===== config.mk =====
export PLATFORM = sky130hd
export DESIGN_NAME = track_top
export DESIGN_NICKNAME = d
export VERILOG_FILES = /design/src/source/track_pkg.sv /design/src/source/track_cost_unit.sv /design/src/source/track_ctrl.sv /design/src/source/track_history_buf.sv /design/src/source/track_reg_file.sv /design/src/source/track_top.sv
export SDC_FILE = /design/constraint.sdc
export NUM_CORES = 2
export LEC_CHECK = 0
export BUFFER_PORTS_ARGS = -buffer_cell sky130_fd_sc_hd__buf_2
export CORE_MARGIN = 1.5
export CORE_UTILIZATION = 55
export DETAILED_ROUTE_END_ITERATION = 8
export GPL_TIMING_DRIVEN = 0
export HOLD_SLACK_MARGIN = 0.12
export PLACE_DENSITY = 0.79
export SLEW_MARGIN = 20
export SYNTH_ARGS = -nofsm -noshare
export SYNTH_HDL_FRONTEND = slang
export SYNTH_SLANG_ARGS = --single-unit

===== constraint.sdc =====
create_clock -name clk -period 11.2 [get_ports clk]
set_input_delay 1.12 -clock clk [delete_from_list [all_inputs] [get_ports clk]]
set_output_delay 1.12 -clock clk [all_outputs]
set_load 0.01 [all_outputs]

===== src/source/track_pkg.sv =====
/*
 * Shared widths, slot count, APB register map and structs of the track association block.
 * The cost width covers the largest weighted sum with 8-bit features and weights.
 */

`default_nettype none

package track_pkg;

	// --------------------
	// Widths and sizes
	// --------------------
	localparam int FEAT_W    = 8;
	localparam int WEIGHT_W  = 8;
	localparam int AGE_W     = 3;
	localparam int NUM_SLOTS = 8;
	localparam int SLOT_W    = 3;
	localparam int COST_W    = 20;
	localparam int ADDR_W    = 8;

	// Detection to result, one issue per slot plus pipe and decision
	localparam int LATENCY = NUM_SLOTS + 3;

	// Index of the last slot in a scan
	localparam logic [SLOT_W-1:0] LAST_SLOT = SLOT_W'(NUM_SLOTS - 1);

	// Age counters stop here
	localparam logic [AGE_W-1:0] AGE_MAX = '1;

	// --------------------
	// APB register map
	// --------------------
	localparam logic [ADDR_W-1:0] ADDR_W_POS          = 8'h00;
	localparam logic [ADDR_W-1:0] ADDR_W_WIDTH        = 8'h04;
	localparam logic [ADDR_W-1:0] ADDR_W_HEIGHT       = 8'h08;
	localparam logic [ADDR_W-1:0] ADDR_W_COLOR1       = 8'h0C;
	localparam logic [ADDR_W-1:0] ADDR_W_COLOR2       = 8'h10;
	localparam logic [ADDR_W-1:0] ADDR_W_HISTORY      = 8'h14;
	localparam logic [ADDR_W-1:0] ADDR_HISTORY_FRAMES = 8'h18;
	localparam logic [ADDR_W-1:0] ADDR_NEW_TRACK_TH   = 8'h1C;

	// --------------------
	// Structs
	// --------------------
	// One detection or stored track box, 48 bits
	typedef struct packed {
		logic [FEAT_W-1:0] x;
		logic [FEAT_W-1:0] y;
		logic [FEAT_W-1:0] w;
		logic [FEAT_W-1:0] h;
		logic [FEAT_W-1:0] color1;
		logic [FEAT_W-1:0] color2;
	} bbox_t;

	// Host configuration, 71 bits
	typedef struct packed {
		logic [WEIGHT_W-1:0] w_pos;
		logic [WEIGHT_W-1:0] w_width;
		logic [WEIGHT_W-1:0] w_height;
		logic [WEIGHT_W-1:0] w_color1;
		logic [WEIGHT_W-1:0] w_color2;
		logic [WEIGHT_W-1:0] w_history;
		logic [AGE_W-1:0]    history_frames;
		logic [COST_W-1:0]   new_track_th;
	} cfg_t;

	// Stored track with frames since its last update, 51 bits
	typedef struct packed {
		bbox_t            box;
		logic [AGE_W-1:0] age;
	} slot_t;

	// Association outcome, 24 bits
	typedef struct packed {
		logic [SLOT_W-1:0] track_id;
		logic              is_new;
		logic [COST_W-1:0] cost;
	} result_t;

endpackage

`default_nettype wire


===== src/source/track_cost_unit.sv =====
/*
 * Two-stage weighted distance between a detection and a stored slot.
 * Position term uses |dx| + |dy| in place of an overlap measure.
 * Fully pipelined, one item may enter every cycle.
 */

`default_nettype none

module track_cost_unit (
	input  logic                         clk,
	input  logic                         reset_N,
	input  logic                         in_valid,
	input  track_pkg::bbox_t             in_det,
	input  track_pkg::slot_t             in_slot,
	input  track_pkg::cfg_t              cfg,
	output logic                         out_valid,
	output logic [track_pkg::COST_W-1:0] out_cost
);

	// Stage one feature distances
	logic                          s1_valid;
	logic [track_pkg::FEAT_W:0]    s1_dpos;
	logic [track_pkg::FEAT_W-1:0]  s1_dw;
	logic [track_pkg::FEAT_W-1:0]  s1_dh;
	logic [track_pkg::FEAT_W-1:0]  s1_dc1;
	logic [track_pkg::FEAT_W-1:0]  s1_dc2;
	logic [track_pkg::AGE_W-1:0]   s1_age;

	function automatic logic [track_pkg::FEAT_W-1:0] abs_diff(
		input logic [track_pkg::FEAT_W-1:0] a,
		input logic [track_pkg::FEAT_W-1:0] b
	);
		return (a > b) ? (a - b) : (b - a);
	endfunction

	// --------------------
	// Valid pipe
	// --------------------
	always_ff @(posedge clk or negedge reset_N)
	begin
		if (!reset_N)
		begin
			s1_valid  <= 1'b0;
			out_valid <= 1'b0;
		end
		else
		begin
			s1_valid  <= in_valid;
			out_valid <= s1_valid;
		end
	end

	// --------------------
	// Data pipe
	// --------------------
	always_ff @(posedge clk)
	begin
		// Stage one, absolute differences and age
		s1_dpos <= abs_diff(in_det.x, in_slot.box.x) + abs_diff(in_det.y, in_slot.box.y);
		s1_dw   <= abs_diff(in_det.w, in_slot.box.w);
		s1_dh   <= abs_diff(in_det.h, in_slot.box.h);
		s1_dc1  <= abs_diff(in_det.color1, in_slot.box.color1);
		s1_dc2  <= abs_diff(in_det.color2, in_slot.box.color2);
		s1_age  <= in_slot.age;

		// Stage two, weighted sum sized to the cost width
		out_cost <= cfg.w_pos * s1_dpos
			+ cfg.w_width * s1_dw
			+ cfg.w_height * s1_dh
			+ cfg.w_color1 * s1_dc1
			+ cfg.w_color2 * s1_dc2
			+ cfg.w_history * s1_age;
	end

endmodule

`default_nettype wire


===== src/source/track_ctrl.sv =====
/*
 * Scan, minimum search and match or new-track decision for one detection.
 * Accepts a detection only when det_ready is high, result after LATENCY cycles.
 * Ages must not change during a scan, frame_start belongs in idle time.
 */

`default_nettype none

module track_ctrl (
	input  logic                         clk,
	input  logic                         reset_N,
	input  logic                         det_valid,
	input  track_pkg::bbox_t             det,
	output logic                         det_ready,
	input  track_pkg::cfg_t              cfg,
	output logic [track_pkg::SLOT_W-1:0] rd_idx,
	input  track_pkg::slot_t             rd_slot,
	output logic                         cu_valid,
	output track_pkg::bbox_t             cu_det,
	output track_pkg::slot_t             cu_slot,
	input  logic                         cost_valid,
	input  logic [track_pkg::COST_W-1:0] cost,
	output logic                         wr_en,
	output logic [track_pkg::SLOT_W-1:0] wr_idx,
	output track_pkg::bbox_t             wr_box,
	output logic                         res_valid,
	output track_pkg::result_t           res
);

	typedef enum logic [1:0] {ST_IDLE, ST_SCAN, ST_DRAIN} state_t;

	// Slot facts that ride beside the cost pipe
	typedef struct packed {
		logic                        live;
		logic [track_pkg::AGE_W-1:0] age;
	} tag_t;

	state_t                       state;
	logic [track_pkg::SLOT_W-1:0] issue_idx;
	logic [track_pkg::SLOT_W-1:0] rcv_idx;
	logic                         decide_q;
	track_pkg::bbox_t             det_q;
	tag_t                         tag_d1;
	tag_t                         tag_d2;
	logic                         best_valid;
	logic [track_pkg::COST_W-1:0] best_cost;
	logic [track_pkg::SLOT_W-1:0] best_idx;
	logic                         dead_found;
	logic [track_pkg::SLOT_W-1:0] dead_idx;
	logic [track_pkg::AGE_W-1:0]  old_age;
	logic [track_pkg::SLOT_W-1:0] old_idx;
	logic                         accept;
	logic                         last_cost;
	logic                         match;
	logic [track_pkg::SLOT_W-1:0] target;
	track_pkg::result_t           dec_res;

	assign accept    = det_valid && (state == ST_IDLE);
	assign last_cost = cost_valid && (rcv_idx == track_pkg::LAST_SLOT);

	// --------------------
	// FSM and issue count
	// --------------------
	always_ff @(posedge clk or negedge reset_N)
	begin
		if (!reset_N)
		begin
			state     <= ST_IDLE;
			issue_idx <= '0;
			decide_q  <= 1'b0;
			res_valid <= 1'b0;
		end
		else
		begin
			res_valid <= decide_q;
			case (state)
				ST_IDLE:
					if (accept)
					begin
						state     <= ST_SCAN;
						issue_idx <= '0;
					end
				ST_SCAN:
				begin
					// One slot per cycle, wraps back to zero after the last
					issue_idx <= issue_idx + 1'b1;
					if (issue_idx == track_pkg::LAST_SLOT)
						state <= ST_DRAIN;
				end
				ST_DRAIN:
					if (decide_q)
					begin
						state    <= ST_IDLE;
						decide_q <= 1'b0;
					end
					else if (last_cost)
						decide_q <= 1'b1;
				default:
					state <= ST_IDLE;
			endcase
		end
	end

	// --------------------
	// Running search
	// --------------------
	always_ff @(posedge clk or negedge reset_N)
	begin
		if (!reset_N)
		begin
			rcv_idx    <= '0;
			best_valid <= 1'b0;
			best_cost  <= '0;
			best_idx   <= '0;
			dead_found <= 1'b0;
			dead_idx   <= '0;
			old_age    <= '0;
			old_idx    <= '0;
		end
		else if (accept)
		begin
			rcv_idx    <= '0;
			best_valid <= 1'b0;
			dead_found <= 1'b0;
		end
		else if (cost_valid)
		begin
			rcv_idx <= rcv_idx + 1'b1;
			// Strict compares keep the lower index on ties
			if (tag_d2.live && (!best_valid || (cost < best_cost)))
			begin
				best_valid <= 1'b1;
				best_cost  <= cost;
				best_idx   <= rcv_idx;
			end
			if (!tag_d2.live && !dead_found)
			begin
				dead_found <= 1'b1;
				dead_idx   <= rcv_idx;
			end
			if ((rcv_idx == '0) || (tag_d2.age > old_age))
			begin
				old_age <= tag_d2.age;
				old_idx <= rcv_idx;
			end
		end
	end

	// Detection latch, tag delay and result payload
	always_ff @(posedge clk)
	begin
		if (accept)
			det_q <= det;
		tag_d1.live <= rd_slot.age < cfg.history_frames;
		tag_d1.age  <= rd_slot.age;
		tag_d2      <= tag_d1;
		if (decide_q)
			res <= dec_res;
	end

	// --------------------
	// Association decision
	// --------------------
	always_comb
	begin
		match = best_valid && (best_cost <= cfg.new_track_th);
		// New track goes to the first dead slot, else the oldest
		if (match)
			target = best_idx;
		else if (dead_found)
			target = dead_idx;
		else
			target = old_idx;
		dec_res.track_id = target;
		dec_res.is_new   = !match;
		dec_res.cost     = best_valid ? best_cost : '1;
	end

	assign det_ready = (state == ST_IDLE);
	assign rd_idx    = issue_idx;
	assign cu_valid  = (state == ST_SCAN);
	assign cu_det    = det_q;
	assign cu_slot   = rd_slot;
	// Write lands on the same edge that raises res_valid
	assign wr_en     = decide_q;
	assign wr_idx    = target;
	assign wr_box    = det_q;

endmodule

`default_nettype wire


===== src/source/track_history_buf.sv =====
/*
 * Track slot store with one combinational read port and one write port.
 * Ages saturate at 7 and reset to 7, so every slot starts dead.
 * A write on a slot wins over aging of that slot in the same cycle.
 */

`default_nettype none

module track_history_buf (
	input  logic                         clk,
	input  logic                         reset_N,
	input  logic                         frame_start,
	input  logic [track_pkg::SLOT_W-1:0] rd_idx,
	output track_pkg::slot_t             rd_slot,
	input  logic                         wr_en,
	input  logic [track_pkg::SLOT_W-1:0] wr_idx,
	input  track_pkg::bbox_t             wr_box
);

	// Box payload and per-slot age
	track_pkg::bbox_t             box_mem [track_pkg::NUM_SLOTS];
	logic [track_pkg::AGE_W-1:0]  age_q   [track_pkg::NUM_SLOTS];

	// --------------------
	// Box storage
	// --------------------
	always_ff @(posedge clk)
	begin
		if (wr_en)
		begin
			box_mem[wr_idx] <= wr_box;
		end
	end

	// --------------------
	// Age counters
	// --------------------
	always_ff @(posedge clk or negedge reset_N)
	begin
		if (!reset_N)
		begin
			for (int i = 0; i < track_pkg::NUM_SLOTS; i++)
			begin
				age_q[i] <= track_pkg::AGE_MAX;
			end
		end
		else
		begin
			for (int i = 0; i < track_pkg::NUM_SLOTS; i++)
			begin
				// Fresh write restarts the age
				if (wr_en && (wr_idx == track_pkg::SLOT_W'(i)))
					age_q[i] <= '0;
				else if (frame_start && (age_q[i] != track_pkg::AGE_MAX))
					age_q[i] <= age_q[i] + 1'b1;
			end
		end
	end

	// Combinational read for the scan
	always_comb
	begin
		rd_slot.box = box_mem[rd_idx];
		rd_slot.age = age_q[rd_idx];
	end

endmodule

`default_nettype wire


===== src/source/track_reg_file.sv =====
/*
 * APB configuration registers, no wait states and no pslverr.
 * Each register keeps only the low pwdata bits of its width.
 * Unmapped addresses read as zero and drop writes.
 */

`default_nettype none

module track_reg_file (
	input  logic                         clk,
	input  logic                         reset_N,
	input  logic                         psel,
	input  logic                         penable,
	input  logic                         pwrite,
	input  logic [track_pkg::ADDR_W-1:0] paddr,
	input  logic [31:0]                  pwdata,
	output logic [31:0]                  prdata,
	output logic                         pready,
	output track_pkg::cfg_t              cfg
);

	// --------------------
	// Access decode
	// --------------------
	logic            access;
	logic            wr_access;
	logic            rd_access;
	track_pkg::cfg_t cfg_q;

	// Access phase of a transfer, answered right away
	assign access    = psel && penable;
	assign wr_access = access && pwrite;
	assign rd_access = access && !pwrite;
	assign pready    = access;

	assign cfg = cfg_q;

	// --------------------
	// Register writes
	// --------------------
	always_ff @(posedge clk or negedge reset_N)
	begin
		if (!reset_N)
		begin
			cfg_q <= '0;
		end
		else if (wr_access)
		begin
			case (paddr)
				track_pkg::ADDR_W_POS:
					cfg_q.w_pos <= pwdata[track_pkg::WEIGHT_W-1:0];
				track_pkg::ADDR_W_WIDTH:
					cfg_q.w_width <= pwdata[track_pkg::WEIGHT_W-1:0];
				track_pkg::ADDR_W_HEIGHT:
					cfg_q.w_height <= pwdata[track_pkg::WEIGHT_W-1:0];
				track_pkg::ADDR_W_COLOR1:
					cfg_q.w_color1 <= pwdata[track_pkg::WEIGHT_W-1:0];
				track_pkg::ADDR_W_COLOR2:
					cfg_q.w_color2 <= pwdata[track_pkg::WEIGHT_W-1:0];
				track_pkg::ADDR_W_HISTORY:
					cfg_q.w_history <= pwdata[track_pkg::WEIGHT_W-1:0];
				track_pkg::ADDR_HISTORY_FRAMES:
					cfg_q.history_frames <= pwdata[track_pkg::AGE_W-1:0];
				track_pkg::ADDR_NEW_TRACK_TH:
					cfg_q.new_track_th <= pwdata[track_pkg::COST_W-1:0];
				default:
					cfg_q <= cfg_q;
			endcase
		end
	end

	// --------------------
	// Register reads
	// --------------------
	// Zero outside a read access, fields zero-extended to 32 bits
	always_comb
	begin
		prdata = '0;
		if (rd_access)
		begin
			case (paddr)
				track_pkg::ADDR_W_POS:          prdata = 32'(cfg_q.w_pos);
				track_pkg::ADDR_W_WIDTH:        prdata = 32'(cfg_q.w_width);
				track_pkg::ADDR_W_HEIGHT:       prdata = 32'(cfg_q.w_height);
				track_pkg::ADDR_W_COLOR1:       prdata = 32'(cfg_q.w_color1);
				track_pkg::ADDR_W_COLOR2:       prdata = 32'(cfg_q.w_color2);
				track_pkg::ADDR_W_HISTORY:      prdata = 32'(cfg_q.w_history);
				track_pkg::ADDR_HISTORY_FRAMES: prdata = 32'(cfg_q.history_frames);
				track_pkg::ADDR_NEW_TRACK_TH:   prdata = 32'(cfg_q.new_track_th);
				default:                        prdata = '0;
			endcase
		end
	end

endmodule

`default_nettype wire


===== src/source/track_top.sv =====
/*
 * Detection to track association top, APB configured.
 * No back-pressure on results, det_valid is dropped while det_ready is low.
 */

`default_nettype none

module track_top (
	input  logic                         clk,
	input  logic                         reset_N,
	// APB
	input  logic                         psel,
	input  logic                         penable,
	input  logic                         pwrite,
	input  logic [track_pkg::ADDR_W-1:0] paddr,
	input  logic [31:0]                  pwdata,
	output logic [31:0]                  prdata,
	output logic                         pready,
	// Tracker side
	input  logic                         frame_start,
	input  logic                         det_valid,
	input  track_pkg::bbox_t             det,
	output logic                         det_ready,
	output logic                         res_valid,
	output track_pkg::result_t           res
);

	track_pkg::cfg_t              cfg;
	logic [track_pkg::SLOT_W-1:0] rd_idx;
	track_pkg::slot_t             rd_slot;
	logic                         cu_valid;
	track_pkg::bbox_t             cu_det;
	track_pkg::slot_t             cu_slot;
	logic                         cost_valid;
	logic [track_pkg::COST_W-1:0] cost;
	logic                         wr_en;
	logic [track_pkg::SLOT_W-1:0] wr_idx;
	track_pkg::bbox_t             wr_box;

	// --------------------
	// Configuration
	// --------------------
	track_reg_file u_reg_file (
		.clk     (clk),
		.reset_N (reset_N),
		.psel    (psel),
		.penable (penable),
		.pwrite  (pwrite),
		.paddr   (paddr),
		.pwdata  (pwdata),
		.prdata  (prdata),
		.pready  (pready),
		.cfg     (cfg)
	);

	// Track slot store
	track_history_buf u_history_buf (
		.clk         (clk),
		.reset_N     (reset_N),
		.frame_start (frame_start),
		.rd_idx      (rd_idx),
		.rd_slot     (rd_slot),
		.wr_en       (wr_en),
		.wr_idx      (wr_idx),
		.wr_box      (wr_box)
	);

	// Two-cycle cost pipe
	track_cost_unit u_cost_unit (
		.clk       (clk),
		.reset_N   (reset_N),
		.in_valid  (cu_valid),
		.in_det    (cu_det),
		.in_slot   (cu_slot),
		.cfg       (cfg),
		.out_valid (cost_valid),
		.out_cost  (cost)
	);

	// Scan and decision
	track_ctrl u_ctrl (
		.clk        (clk),
		.reset_N    (reset_N),
		.det_valid  (det_valid),
		.det        (det),
		.det_ready  (det_ready),
		.cfg        (cfg),
		.rd_idx     (rd_idx),
		.rd_slot    (rd_slot),
		.cu_valid   (cu_valid),
		.cu_det     (cu_det),
		.cu_slot    (cu_slot),
		.cost_valid (cost_valid),
		.cost       (cost),
		.wr_en      (wr_en),
		.wr_idx     (wr_idx),
		.wr_box     (wr_box),
		.res_valid  (res_valid),
		.res        (res)
	);

endmodule

`default_nettype wire

Word level (Yosys, flattened, before mapping)
Memories as Yosys holds them, arrays and structs flattened.
Index checks and enable logic that the tools add are counted.
{ "totals": {"ff_bits": 282, "latchBits": 0, "mem_count": 1, "romBits": 0, "mem_bits_rw": 384} }
{ "mem_list": {"columns": ["name", "depth", "width", "rd", "rd_ports_with_merged_regs", "wr", "line", "source"], "rows": [
  ["u_history_buf.box_mem", 8, 48, 1, 0, 1, "track_history_buf.sv:21", "track_pkg::bbox_t box_mem [track_pkg::NUM_SLOTS];"]
]} }
{ "op_classes": {"n_lt_le_gt_ge": 11, "n_eq_ne": 29, "n_mul": 6, "bitwise": 2, "mux": 47, "addsub": 28, "div": 0, "shifts": 0, "n_reduce_logical": 62} }
{ "ops": {"columns": ["op", "n"], "rows": [
  ["$pmux 20 s8", 1],
  ["$sub 8x8->8", 12],
  ["$mux 3", 23],
  ["$mul 8x8->16", 4],
  ["$add 20x16->20", 3],
  ["$gt 8x8->1", 6],
  ["$mux 8", 6],
  ["$eq 8x5->1 const B", 4],
  ["$mux 32", 1],
  ["$add 3x1->3 const B", 10],
  ["$logic_and 1x1->1", 24],
  ["$ne 3x3->1 const B", 8],
  ["$reduce_bool 2->1", 12],
  ["$reduce_and 2->1", 11],
  ["$add 20x11->20", 1],
  ["$le 20x20->1", 1],
  ["$lt 20x20->1", 1],
  ["$add 17x16->18", 1],
  ["$eq 3x3->1 const B", 6],
  ["$mul 8x9->17", 1],
  ["$eq 8x4->1 const B", 2],
  ["$reduce_and 3->1", 4],
  ["$mul 8x3->11", 1],
  ["$mux 1", 10],
  ["21 further kinds", 32]
]} }

Longest topological paths before layout
{ "depth": {"word_depth": 6, "ltp_mapped": 34} }

Modules after synthesis
A second synthesis with hierarchy kept.
{ "hier_totals": {"hier_cells": 3768, "hier_area_um2": 45621.3} }
{ "modules_own_cells": {"columns": ["module", "instances", "cells_each", "seq_area_each_um2", "area_per_inst_um2"], "rows": [
  ["track_cost_unit", 1, 2163, 1331.3, 19078.3],
  ["track_history_buf", 1, 674, 12161.7, 15838.9],
  ["track_ctrl", 1, 682, 3423.3, 7215.7],
  ["track_reg_file", 1, 249, 1776.7, 3488.3]
]} }

Least setup slack after synthesis
OpenSTA, ideal clock, no wires.
{ "synth_timing": {"path_kind": "reg-to-reg", "startpoint": "register u_reg_file.cfg_q, in the netlist u_reg_file.cfg[67]", "endpoint": "register u_cost_unit.out_cost[18] in the netlist's numbering", "stages_incl_launch_ff": 33, "setup_slack_ps": 2828, "setup_time_ps": 91, "path_buffers": 1, "arrival_time_ps": 8281, "cell_sequence": "dfrtp_1 > clkbuf_1 > and2_1 > fa_1 > inv_1 > fa_1 > inv_1 > fa_1 > fa_1 > fa_1 > inv_1 > fa_1 > inv_1 > ha_1 > a21o_1 > a21oi_1 > o21ai_0 > or3_1 > a211oi_1 > nor2_1 > ha_1 > fa_1 > inv_1 > fa_1 > fa_1 > inv_1 > ha_1 > a21o_1 > a21oi_1 > nand2_1 > o21ai_0 > nor3_1 > a311oi_1"} }
{ "synth_between": {"elab_chain_len": 6} }
{ "synth_rtl": {"columns": ["item", "line", "source"], "rows": [
  ["start: declaration", "track_reg_file.sv:28", "track_pkg::cfg_t cfg_q;"],
  ["start signal: assignment", "track_reg_file.sv:67", "cfg_q <= cfg_q;"],
  ["$mul 8x9->17", "track_cost_unit.sv:67", "out_cost <= cfg.w_pos * s1_dpos"],
  ["$add 17x16->18", "track_cost_unit.sv:68", "+ cfg.w_width * s1_dw"],
  ["$add 20x16->20", "track_cost_unit.sv:69", "+ cfg.w_height * s1_dh"],
  ["$add 20x16->20", "track_cost_unit.sv:70", "+ cfg.w_color1 * s1_dc1"],
  ["$add 20x16->20", "track_cost_unit.sv:71", "+ cfg.w_color2 * s1_dc2"],
  ["$add 20x11->20", "track_cost_unit.sv:72", "+ cfg.w_history * s1_age;"],
  ["end signal: assignment", "track_cost_unit.sv:67", null],
  ["end: declaration", "track_cost_unit.sv:17", "output logic [track_pkg::COST_W-1:0] out_cost"]
]} }
Every way passes these cells.
A chain may end at the register's enable or synchronous reset.

Worst setup path in the final report
{ "layout_timing": {"startpoint": "register u_reg_file.cfg_q, in the netlist u_reg_file.cfg[64]", "endpoint": "register u_cost_unit.out_cost[18] in the netlist's numbering"} }
Same word-level chain as after synthesis.

==> summary.txt <==
Worst setup path
  • Worst setup EP type: flop
  • Crit path DAT: between 10 and 15 ns
  • Worst setup SP type: flop
  • Max incr delay on CP: 0.56 ns
  • CP Max Fanout: 10
  • Crit-path slowest cell: fa_1
  • Most used cell, CP: fa_1
  • Setup Crit Path Kind: flop to flop
  • Data required, critical path: between 10 and 15 ns

Clock tree
  • CTS buffer count: 72
  • CTS tree: built
  • Worst-skew pair later-pin latency: around 0.65 ns
  • Post-CTS setup buffers: 0
  • Clk sinks: 666
  • Clk slew on worst S/H paths: about 0.06 ns
  • CTS resizes: 0
  • Hold Buf Count CTS: 0
  • Clock tree buffer depth: 3
  • Clock Tree Root: clkbuf_16
  • H-Tree Depth: 3

Placement
  • Post-DP HPWL: 72400 um
  • Number of I/O port buffers: 128
  • Post-Place Setup Slack: between 1.5 and 2 ns
  • Placed cell area: 0.0456 mm2
  • GPL Wtd Cong: 0.898

Die
  • Die Height: 282 um
  • Row Count: 102
  • Initial Util: 55.5%
  • Die area: 0.0797 mm2
  • Die width: between 200 and 300 um
  • CORE AREA: 0.0773 mm2
  • IO Count: 154

Drt
  • Final wirelength: 96300 um
  • Via Count: between 20000 and 30000
  • Number of remaining DRC errors: 0
  • WL/cell: 20.2 um
  • Drt first pass iters: 5
  • Antenna Nets Post-Route: 0
  • Initial drt markers: 1965
  • Avg Vias per Cell: 5.65

Final layout
  • Fin area: between 0.04 and 0.05 mm2
  • Antenna cell count: 0
  • Fraction of layout instances using a drive strength above 1: ~14%
  • Nets@finish: about 4400
  • Fillers: 5807
  • Synth-to-layout area growth: 11.8%

Global route
  • Initial antenna violation count: 2
  • First-pass GRT wire length: roughly 150000 um
  • GRT Total Usage: 25.4%
  • Vias in the first global route: 28200
  • Largest net degree at the start of global routing: 93
  • Gr ovfl total: 0

Timing
  • Final Skew: 0.0426 ns
  • Setup_tns: 0 ns
  • Final worst-path cycle share: 85.0%
  • Tightest Pin Transition: around 1.1 ns
  • Fmax achieved: roughly 110 MHz
  • RSZ-0062 raised after global routing: no
  • Slew margin rel.: between 20% and 30%
  • Final worst slack: 1.68 ns
  • Final setup fails: 0
  • Fin. Hold Viols: 0
  • Final slew viol count: 0
  • Fin crit period: 9.52 ns

Synthesis
  • Ys flop type: edfxtp_1
  • Cells after Synth: 3435
  • Synth top area share: 31.9%
  • Seq cells post-synth: 666
  • Post-synth top cells: inv_1, edfxtp_1, ha_1, fa_1, nand2_1
  • Post-synth EDFFs: 456
  • Mapped Area: 0.0429 mm2
  • Post-synth ARST share: 21.2%
  • Most common cell in the netlist: inv_1
  • Number of distinct library cells after synthesis: 91
  • Warnings, synthesis: 0
  • Post-synth top area cell: edfxtp_1
  • Sequential-to-total area share from yosys stat: 43.4%
  • Top cells by area, synth: edfxtp_1, fa_1, ha_1
  • Average size of a mapped cell: 12.5 um2

Pwr
  • Pwr Total: between 10 and 15 mW
  • Leakage: 20.8 nW
  • Pwr dens: 220 mW/mm2
  • VDD IR-drop max: 0.248 mV

Worst hold path
  • Min-Delay Path Class: flop to flop

Run status
  • Run status: complete, no violations

Job
  • Number of max-cap violations: 0
==> path summary, 6_finish.rpt <==
kind	from	endpoint	slack, ns	cells after the start
max	u_reg_file.cfg[64]	u_cost_unit.out_cost[18]	1.68	31
min	u_ctrl.tag_d1[3]	u_ctrl.tag_d2[3]	0.33	0
max reg2reg	u_reg_file.cfg[64]	u_cost_unit.out_cost[18]	1.68	31
min reg2reg	u_ctrl.tag_d1[3]	u_ctrl.tag_d2[3]	0.33	0
max in group asynchronous	reset_N	u_history_buf.age_q[19]	9.95	2
min in group asynchronous	reset_N	u_reg_file.cfg[56]	0.37	1
==> kinds of logic after synthesis <==
group           Yosys count  synth area share, %
buf+inv                 686                 6.22
mux                     290                 10.1
simple gates            717                 8.53
fa+ha+maj               654                 24.6
other cells               1              0.00874
flops                   666                 43.4
xor+xnor                 70                 1.43
compound gates          351                 5.65
==> report_power, final <==
group	switching [mW]	total (mW)	internal, mW
clock	1.02	2.33	1.31
combinational	2.63	4.68	2.05
sequential	0.439	3.52	3.08
==> layer usage <==
layer  global-route usage [%]  up-vias  part of all wire, %
li1                         -    12100                    -
met5                        0        -                0.011
met3                     3.93      219                  6.5
met1                     33.2    13600                   41
met4                     9.69        2                  3.7
met2                     42.8      931                   49
==> area by class of cell <==
| type | instances | area (um2) | area share (%) |
|---|---|---|---|
| Sequential cell | 666 | 18600 | 38.9 |
| Multi-Input combinational cell | 2094 | 21700 | 45.2 |
| Tap cell | 1040 | 1300 | 2.71 |
| Clock inverter | 35 | 369 | 0.770 |
| Buffer | 115 | 526 | 1.10 |
| Timing Repair Buffer | 154 | 1310 | 2.73 |
| Clock buffer | 97 | 1980 | 4.12 |
| Inverter | 571 | 2140 | 4.47 |
==> worst max-delay path, delay by kind of cell (launching register included) <==
family	cells	cell delay, ns
AND/OR/NAND/NOR	5	0.79
adder cells (fa/ha/maj)	12	5.53
buffers and inverters	6	0.71
AO/OA/AOI/OAI	8	1.95
flip-flops	1	0.42
==> through the flow <==
stage / instances / utilization, % / hold WS (ns)
2_1_floorplan: 3446 / - / 0.310
3_3_place_gp: 4614 / 58.0 / 0.328
3_5_place_dp: 4640 / 59.0 / 0.324
4_1_cts: 4772 / 62.0 / 0.333
5_1_grt: 4772 / 62.0 / 0.348
6_report: 4772 / 62.0 / 0.330
==> state kept, by name (all words and copies together), names as in the netlist, 9 cells and up <==
name and flops:
u_history_buf.box_mem 384, u_ctrl.best_cost 20, u_cost_unit.s1_dpos 9, u_ctrl.res 24, u_cost_unit.out_cost 20, u_history_buf.age_q 24, u_ctrl.cu_det 48, u_reg_file.cfg 71
==> cells in the final DEF (no fill, tap or decap), drive strengths merged, types with 79 or more instances in the layout <==
master	synthesis	routed
clkbuf	70	167
buf	45	199
a21oi	90	90
nor2	82	82
o21ai	79	79
edfxtp	456	456
mux2	85	85
and2	204	204
fa	318	318
mux2i	103	103
dfrtp	117	117
nand2	273	273
inv	570	573
mux4	102	102
ha	336	336
(Power assumes the default switching activity.)
